**config.mk**
```make
export PLATFORM = sky130hd
export DESIGN_NAME = sdram_refresh_top
export DESIGN_NICKNAME = d
export VERILOG_FILES = /design/src/logic/sdram_refresh_pkg.sv /design/src/logic/refresh_timer.sv /design/src/logic/refresh_backlog.sv /design/src/logic/refresh_sequencer.sv /design/src/logic/sdram_refresh_top.sv
export SDC_FILE = /design/constraint.sdc
export NUM_CORES = 1
export LEC_CHECK = 0
export BUFFER_PORTS_ARGS = -buffer_cell sky130_fd_sc_hd__clkbuf_2
export CORE_UTILIZATION = 53
export CTS_BUF_LIST = sky130_fd_sc_hd__clkbuf_8 sky130_fd_sc_hd__clkbuf_16
export DETAILED_ROUTE_END_ITERATION = 10
export PLACE_DENSITY = 0.83
export SLEW_MARGIN = 20
export SYNTH_ARGS = -nofsm -noshare
export SYNTH_HDL_FRONTEND = slang
export SYNTH_SLANG_ARGS = --single-unit
export TNS_END_PERCENT = 1
```
**constraint.sdc**
```tcl
create_clock -name clock -period 2.4 [get_ports clock]
set_input_delay 0.72 -clock clock [delete_from_list [all_inputs] [get_ports clock]]
set_output_delay 0.72 -clock clock [all_outputs]
set_load 0.1 [all_outputs]
```
**src/logic/sdram_refresh_pkg.sv**
```systemverilog
/*
 * Shared definitions for the SDRAM refresh path:
 * command and FSM state enums, timing constants, pin bundle struct
 */
`default_nettype none

package sdram_refresh_pkg;

  // SDRAM timing, counted in controller clocks
  localparam int unsigned T_RP = 2;              // NOPs after PRECHARGE ALL
  localparam int unsigned T_RC = 9;              // NOPs after AUTO REFRESH

  // Shortened tREFI so simulation stays fast
  localparam int unsigned REFRESH_INTERVAL = 64;
  localparam int unsigned REFRESH_TIMER_W  = $clog2(REFRESH_INTERVAL);

  // Owed refresh bookkeeping
  localparam int unsigned BACKLOG_MAX = 8;
  localparam int unsigned BACKLOG_W   = 4;       // Must hold BACKLOG_MAX

  // NOP wait counter, sized for the longer wait
  localparam int unsigned NOP_CNT_W = $clog2(T_RC + 1);

  // Address pin layout
  localparam int unsigned ADDR_W       = 13;
  localparam int unsigned BA_W         = 2;
  localparam int unsigned ADDR_A10_BIT = 10;     // All banks select

  // Command code, bit order {cs_n, ras_n, cas_n, we_n}
  typedef enum logic [3:0] {
    CMD_NOP       = 4'b0111,
    CMD_PRECHARGE = 4'b0010,
    CMD_REFRESH   = 4'b0001
  } sdram_cmd_e;

  // Refresh FSM states
  typedef enum logic [2:0] {
    ST_IDLE     = 3'd0,  // Waiting for owed refresh and idle host
    ST_PALL     = 3'd1,  // PRECHARGE ALL issued
    ST_PALL_NOP = 3'd2,  // tRP wait
    ST_REF      = 3'd3,  // AUTO REFRESH issued
    ST_REF_NOP  = 3'd4   // tRC wait, done on last cycle
  } refresh_state_e;

  // SDRAM control pins, 19 bits
  typedef struct packed {
    sdram_cmd_e        cmd;
    logic [BA_W-1:0]   ba;
    logic [ADDR_W-1:0] addr;
  } sdram_bus_t;

endpackage

`default_nettype wire

```
**src/logic/refresh_timer.sv**
```systemverilog
/*
 * Refresh interval timer
 * One-cycle tick every REFRESH_INTERVAL clocks
 */
`timescale 1ns/1ps
`default_nettype none

module refresh_timer (
  input  logic clock,
  input  logic reset,
  output logic tick   // Refresh request pulse
);

  localparam int unsigned CNT_W = sdram_refresh_pkg::REFRESH_TIMER_W;

  // Reload value gives exactly REFRESH_INTERVAL cycles per period
  localparam logic [CNT_W-1:0] RELOAD = CNT_W'(sdram_refresh_pkg::REFRESH_INTERVAL - 1);

  logic [CNT_W-1:0] count;  // Cycles left in current period

  // Free-running down counter, starts on reset release
  always_ff @(posedge clock or posedge reset) begin
    if (reset) begin
      count <= RELOAD;
    end else if (count == '0) begin
      count <= RELOAD;  // Wrap, next period begins
    end else begin
      count <= count - 1'b1;
    end
  end

  // Terminal count marks the request
  assign tick = (count == '0);

endmodule

`default_nettype wire

```
**src/logic/refresh_backlog.sv**
```systemverilog
/*
 * Owed refresh counter
 * Saturates at BACKLOG_MAX, sticky overflow on a lost tick
 */
`timescale 1ns/1ps
`default_nettype none

module refresh_backlog (
  input  logic                                   clock,
  input  logic                                   reset,
  input  logic                                   tick,      // New refresh owed
  input  logic                                   done,      // One refresh completed
  output logic                                   pending,   // Count not zero
  output logic [sdram_refresh_pkg::BACKLOG_W-1:0] count,
  output logic                                   overflow   // Refresh lost, until reset
);

  localparam int unsigned CNT_W = sdram_refresh_pkg::BACKLOG_W;
  localparam logic [CNT_W-1:0] FULL = CNT_W'(sdram_refresh_pkg::BACKLOG_MAX);

  logic [CNT_W-1:0] count_next;
  logic             lost;  // Tick arriving with no room

  always_comb begin
    count_next = count;
    lost       = 1'b0;
    if (tick && !done) begin
      if (count == FULL) begin
        lost = 1'b1;  // Saturated, tick dropped
      end else begin
        count_next = count + 1'b1;
      end
    end else if (done && !tick) begin
      if (count != '0) count_next = count - 1'b1;  // Guard against underflow
    end
    // Tick and done together cancel out
  end

  // Count and pending move together so the FSM needs no compare
  always_ff @(posedge clock or posedge reset) begin
    if (reset) begin
      count    <= '0;
      pending  <= 1'b0;
      overflow <= 1'b0;
    end else begin
      count    <= count_next;
      pending  <= (count_next != '0);
      if (lost) overflow <= 1'b1;  // Sticky
    end
  end

endmodule

`default_nettype wire

```
**src/logic/refresh_sequencer.sv**
```systemverilog
/*
 * Refresh FSM
 * PRECHARGE ALL, tRP NOPs, AUTO REFRESH, tRC NOPs, done pulse
 */
`timescale 1ns/1ps
`default_nettype none

module refresh_sequencer (
  input  logic                          clock,
  input  logic                          reset,
  input  logic                          pending,    // Refresh owed
  input  logic                          host_idle,  // Host off the bus
  output logic                          busy,       // High outside idle
  output logic                          done,       // Last tRC cycle
  output sdram_refresh_pkg::sdram_bus_t sdram
);

  localparam int unsigned CNT_W = sdram_refresh_pkg::NOP_CNT_W;
  localparam logic [CNT_W-1:0] RP_END = CNT_W'(sdram_refresh_pkg::T_RP);
  localparam logic [CNT_W-1:0] RC_END = CNT_W'(sdram_refresh_pkg::T_RC);

  // Only A10 driven, selects all banks
  localparam logic [sdram_refresh_pkg::ADDR_W-1:0] ADDR_ALL_BANKS =
    sdram_refresh_pkg::ADDR_W'(1) << sdram_refresh_pkg::ADDR_A10_BIT;

  sdram_refresh_pkg::refresh_state_e state, state_next;

  logic [CNT_W-1:0] nop_cnt;    // NOP cycles elapsed in a wait
  logic             nop_clear;  // Zero the counter this cycle
  logic             rp_end;
  logic             rc_end;

  assign rp_end = (nop_cnt == RP_END);
  assign rc_end = (nop_cnt == RC_END);

  // State register
  always_ff @(posedge clock or posedge reset) begin
    if (reset) state <= sdram_refresh_pkg::ST_IDLE;
    else       state <= state_next;
  end

  // Wait counter, runs only in the NOP states
  always_ff @(posedge clock or posedge reset) begin
    if (reset) begin
      nop_cnt <= '0;
    end else if (nop_clear) begin
      nop_cnt <= '0;
    end else begin
      nop_cnt <= nop_cnt + 1'b1;
    end
  end

  // Next state and command decode
  always_comb begin
    state_next = state;
    nop_clear  = 1'b0;
    done       = 1'b0;
    sdram.cmd  = sdram_refresh_pkg::CMD_NOP;  // Default command
    sdram.ba   = '0;
    sdram.addr = ADDR_ALL_BANKS;
    case (state)
      sdram_refresh_pkg::ST_IDLE: begin
        nop_clear = 1'b1;
        // Start only when owed and the host has let go
        if (pending && host_idle) state_next = sdram_refresh_pkg::ST_PALL;
      end
      sdram_refresh_pkg::ST_PALL: begin
        sdram.cmd  = sdram_refresh_pkg::CMD_PRECHARGE;
        nop_clear  = 1'b1;
        state_next = sdram_refresh_pkg::ST_PALL_NOP;
      end
      sdram_refresh_pkg::ST_PALL_NOP: begin
        if (rp_end) state_next = sdram_refresh_pkg::ST_REF;  // T_RP+1 cycles
      end
      sdram_refresh_pkg::ST_REF: begin
        sdram.cmd  = sdram_refresh_pkg::CMD_REFRESH;
        nop_clear  = 1'b1;
        state_next = sdram_refresh_pkg::ST_REF_NOP;
      end
      sdram_refresh_pkg::ST_REF_NOP: begin
        if (rc_end) begin
          done       = 1'b1;  // Backlog drops one on this edge
          state_next = sdram_refresh_pkg::ST_IDLE;
        end
      end
      default: begin
        nop_clear  = 1'b1;
        state_next = sdram_refresh_pkg::ST_IDLE;  // Recover from bad encoding
      end
    endcase
  end

  // No abort path, host watches busy
  assign busy = (state != sdram_refresh_pkg::ST_IDLE);

endmodule

`default_nettype wire

```
**src/logic/sdram_refresh_top.sv**
```systemverilog
/*
 * SDRAM refresh path top level
 * Timer feeds backlog, backlog feeds FSM, FSM drives the pins
 */
`timescale 1ns/1ps
`default_nettype none

module sdram_refresh_top (
  input  logic                                    clock,
  input  logic                                    reset,
  input  logic                                    host_idle,         // Host not using SDRAM
  output sdram_refresh_pkg::sdram_bus_t           sdram,
  output logic                                    refresh_busy,
  output logic                                    refresh_done,      // One-cycle pulse
  output logic [sdram_refresh_pkg::BACKLOG_W-1:0] backlog_count,
  output logic                                    backlog_overflow   // Sticky
);

  logic tick;     // Timer to backlog
  logic pending;  // Backlog to FSM

  // Refresh period source
  refresh_timer u_timer (
    .clock (clock),
    .reset (reset),
    .tick  (tick)
  );

  // Owed refreshes, done pulse pays one back
  refresh_backlog u_backlog (
    .clock    (clock),
    .reset    (reset),
    .tick     (tick),
    .done     (refresh_done),
    .pending  (pending),
    .count    (backlog_count),
    .overflow (backlog_overflow)
  );

  // Command sequencing on the SDRAM pins
  refresh_sequencer u_sequencer (
    .clock     (clock),
    .reset     (reset),
    .pending   (pending),
    .host_idle (host_idle),
    .busy      (refresh_busy),
    .done      (refresh_done),
    .sdram     (sdram)
  );

endmodule

`default_nettype wire

```
==> flow_metrics.tcl <==
set metrics [dict create \
    synth-edff-count 0 \
    critical_path_arrival_ns 1.60 \
    grtUsageTotal_pct 18.99 \
    ir_worst_vdd_uv 700.3 \
    worst_skew_pair.late_latency_ns 0.26 \
    start_util_pct 57.10 \
    first_pass_iters 4 \
    htree_num_levels 1 \
    diodes 0 \
    fin_crit_ns 2.323 \
    post_cts_buffers 0 \
    num_vias 884 \
    yosys_register_bits 19 \
    met2_length_um 1117 \
    ys.flop_type "dfrtp_1" \
    syn_inst 128 \
    tightestPinTransition_ns 0.7216 \
    setup.worst_path.start_class "register" \
    std_cell_rows 17 \
    antenna_found_initial 0 \
    r2r-end "u_backlog.pending" \
    dp_cells 165 \
    syn_avg_cell_area_sq_um 10.06 \
    detail-route-antenna-nets 0 \
    gp_congestion 0.8406 \
    crit_start "u_sequencer.state[0]" \
    crit_end "refresh_done" \
    regToRegSetupSlack_ns 0.12 \
    rsz0062_at_grt "false" \
    clock_sinks 19 \
    netlist_area_sq_um 1287 \
    io-pin-count 29 \
    hp-class "reg -> reg" \
    critPathMaxFanout 8 \
    cts-hold-fix-buffers 0 \
    drt-total-wl_um 2184 \
    yosysWarnings 0 \
    synth.distinct_cells 46 \
    final_layout_size_suffix_gt1_share_pct 28.37 \
    setup_viol 0 \
    grt_pass1_wl_um 3650 \
    clockBufferDepth 2 \
    ys_seq_area_share_pct 37.51 \
    r2r-start "u_timer.count[0]" \
    filler_cell_count 208 \
    r2r_cells 7 \
    cts_buffers 3 \
    drc 0 \
    via_per_inst 5.231 \
    finalCritPeriodShare_pct 96.78 \
    clockRootBuffer "clkbuf_8" \
    clkTransAtPathRegs_ns 0.07 \
    die_y_um 51.29 \
    p_leak_nw 0.6517 \
    clock_skew_ns 0.002554 \
    top_layer "met4" \
    drv_cap 0 \
    hpwl_um 1705 \
    grt_max_degree 20 \
    finalNetCount 152 \
    fmax_mhz 430.5 \
    wl_met1_um 967 \
    fp.dieArea_sq_um 2630 \
    cts_resized 0 \
    powerDensity_nw_per_um2 915.9 \
    drt-initial-drc-count 4 \
    slew_violations 0 \
    met3WireLength_um 63 \
    final_cells 169 \
    ys_async_sr_fraction_pct 100.0 \
    syn_to_final_growth_pct 7.191 \
    status "completed" \
    finalHoldViolCount 0 \
    globalRouteOverflowTotal 0 \
    path_class "reg -> out" \
    die-width_um 51.29 \
    slew_headroom_pct 51.84 \
    final_core_util_pct 61.21 \
    core_area_sq_um 2255 \
    wire_per_inst_um 12.92 \
    required_ns 1.68 \
    grt_pass1_vias 837 \
    io_buffers 12 \
    cts_tree "done" \
    endpoint_kind "output port" \
]
## where the power goes
| part | internal (W) | switching [W] |
|---|---|---|
| Sequential | 0.000365 | 0.0000637 |
| Combinational | 0.000125 | 0.000490 |
| Clock | 0.000114 | 0.000107 |
## kinds of logic after synthesis
family | Yosys count | share of synthesized area, %
buffers and inverters | 29 | 13.51
AO/OA/AOI/OAI | 22 | 17.59
XOR/XNOR | 8 | 5.442
AND/OR/NAND/NOR | 40 | 17.79
adder cells (fa/ha/maj) | 7 | 6.802
multiplexers | 1 | 0.7775
other | 2 | 0.5833
flip-flops | 19 | 37.51
## per-stage QoR
step | instance area, sq um | power (W) | worst slack, ns | TNS, ns | hold WS [ns]
final | 1380 | 0.001264 | 0.07724 | 0 | 0.4682
after CTS | 1379 | 0.001278 | 0.03943 | 0 | 0.4712
after floorplan | 1345 | 0.0009953 | -0.1432 | -0.2290 | 0.4354
after global routing | 1380 | 0.001326 | 0.01038 | 0 | 0.4779
after global placement | 1334 | 0.001029 | 0.2251 | 0 | 0.4470
after detailed placement | 1334 | 0.001051 | 0.1286 | 0 | 0.4529
## worst min path at each step
| stage | start | end | depth (start not counted) |
|---|---|---|---|
| after detailed placement | u_timer.count[0] | u_timer.count[0] | 1 |
| after CTS | u_timer.count[0] | u_timer.count[0] | 1 |
| after floorplan | u_timer.count[0] | u_timer.count[0] | 1 |
| after global placement | u_timer.count[0] | u_timer.count[0] | 1 |
| final | u_timer.count[0] | u_timer.count[0] | 1 |
| after global routing | u_timer.count[0] | u_timer.count[0] | 1 |
## area by class of cell
| cell class | count | area [sq um] | area share (%) |
|---|---|---|---|
| Multi-Input combinational cell | 94 | 688.2 | 49.86 |
| Clock inverter | 1 | 3.754 | 0.2720 |
| Inverter | 10 | 37.54 | 2.720 |
| Tap cell | 28 | 35.03 | 2.539 |
| Timing Repair Buffer | 14 | 90.09 | 6.528 |
| Sequential cell | 19 | 484.2 | 35.09 |
| Clock buffer | 3 | 41.29 | 2.992 |
## state kept, by name, indices dropped and copies added, names as in the netlist
register	count
u_backlog.pending	1
u_backlog.overflow	1
u_backlog.count	4
u_sequencer.nop_cnt	4
u_timer.count	6
u_sequencer.state	3
## cells in the mapped netlist, types with 2 or more instances
library cell | n | area (sq um)
nor2_1 | 9 | 33.78
buf_4 | 17 | 127.6
nand3b_1 | 2 | 15.01
a21o_1 | 2 | 15.01
xor2_1 | 2 | 17.52
o21ai_0 | 2 | 10.01
nand2_1 | 7 | 26.28
dfrtp_1 | 13 | 325.3
ha_1 | 7 | 87.58
conb_1 | 2 | 7.510
dfstp_2 | 6 | 157.7
nor3_1 | 6 | 30.03
inv_1 | 10 | 37.54
xnor2_1 | 6 | 52.55
a21oi_1 | 3 | 15.01
nand2b_1 | 4 | 25.02
## routing by layer
layer  GRT usage (%)  vias to the layer above
li1                -                      428
met1           23.06                      429
met2           32.02                       24
met3           2.976                        3
met4           10.36                        0
met5               0                        -
## worst max-delay path, cell delays in order, from the launching register on
cell     delay (ns)
dfrtp_2        0.47
or3b_4         0.47
nor2_2         0.21
buf_12         0.20
## cell usage in the layout (no fill, tap or decap), drive strengths merged, types with 3 or more instances in the layout
master	n
ha	7
nor2	9
xnor2	6
dfrtp	13
buf	3
a21oi	3
nand2b	4
inv	11
nor3	7
dfstp	6
nand2	7
conb	16
clkbuf	14
No activity file was read; power rests on OpenSTA's default activity.
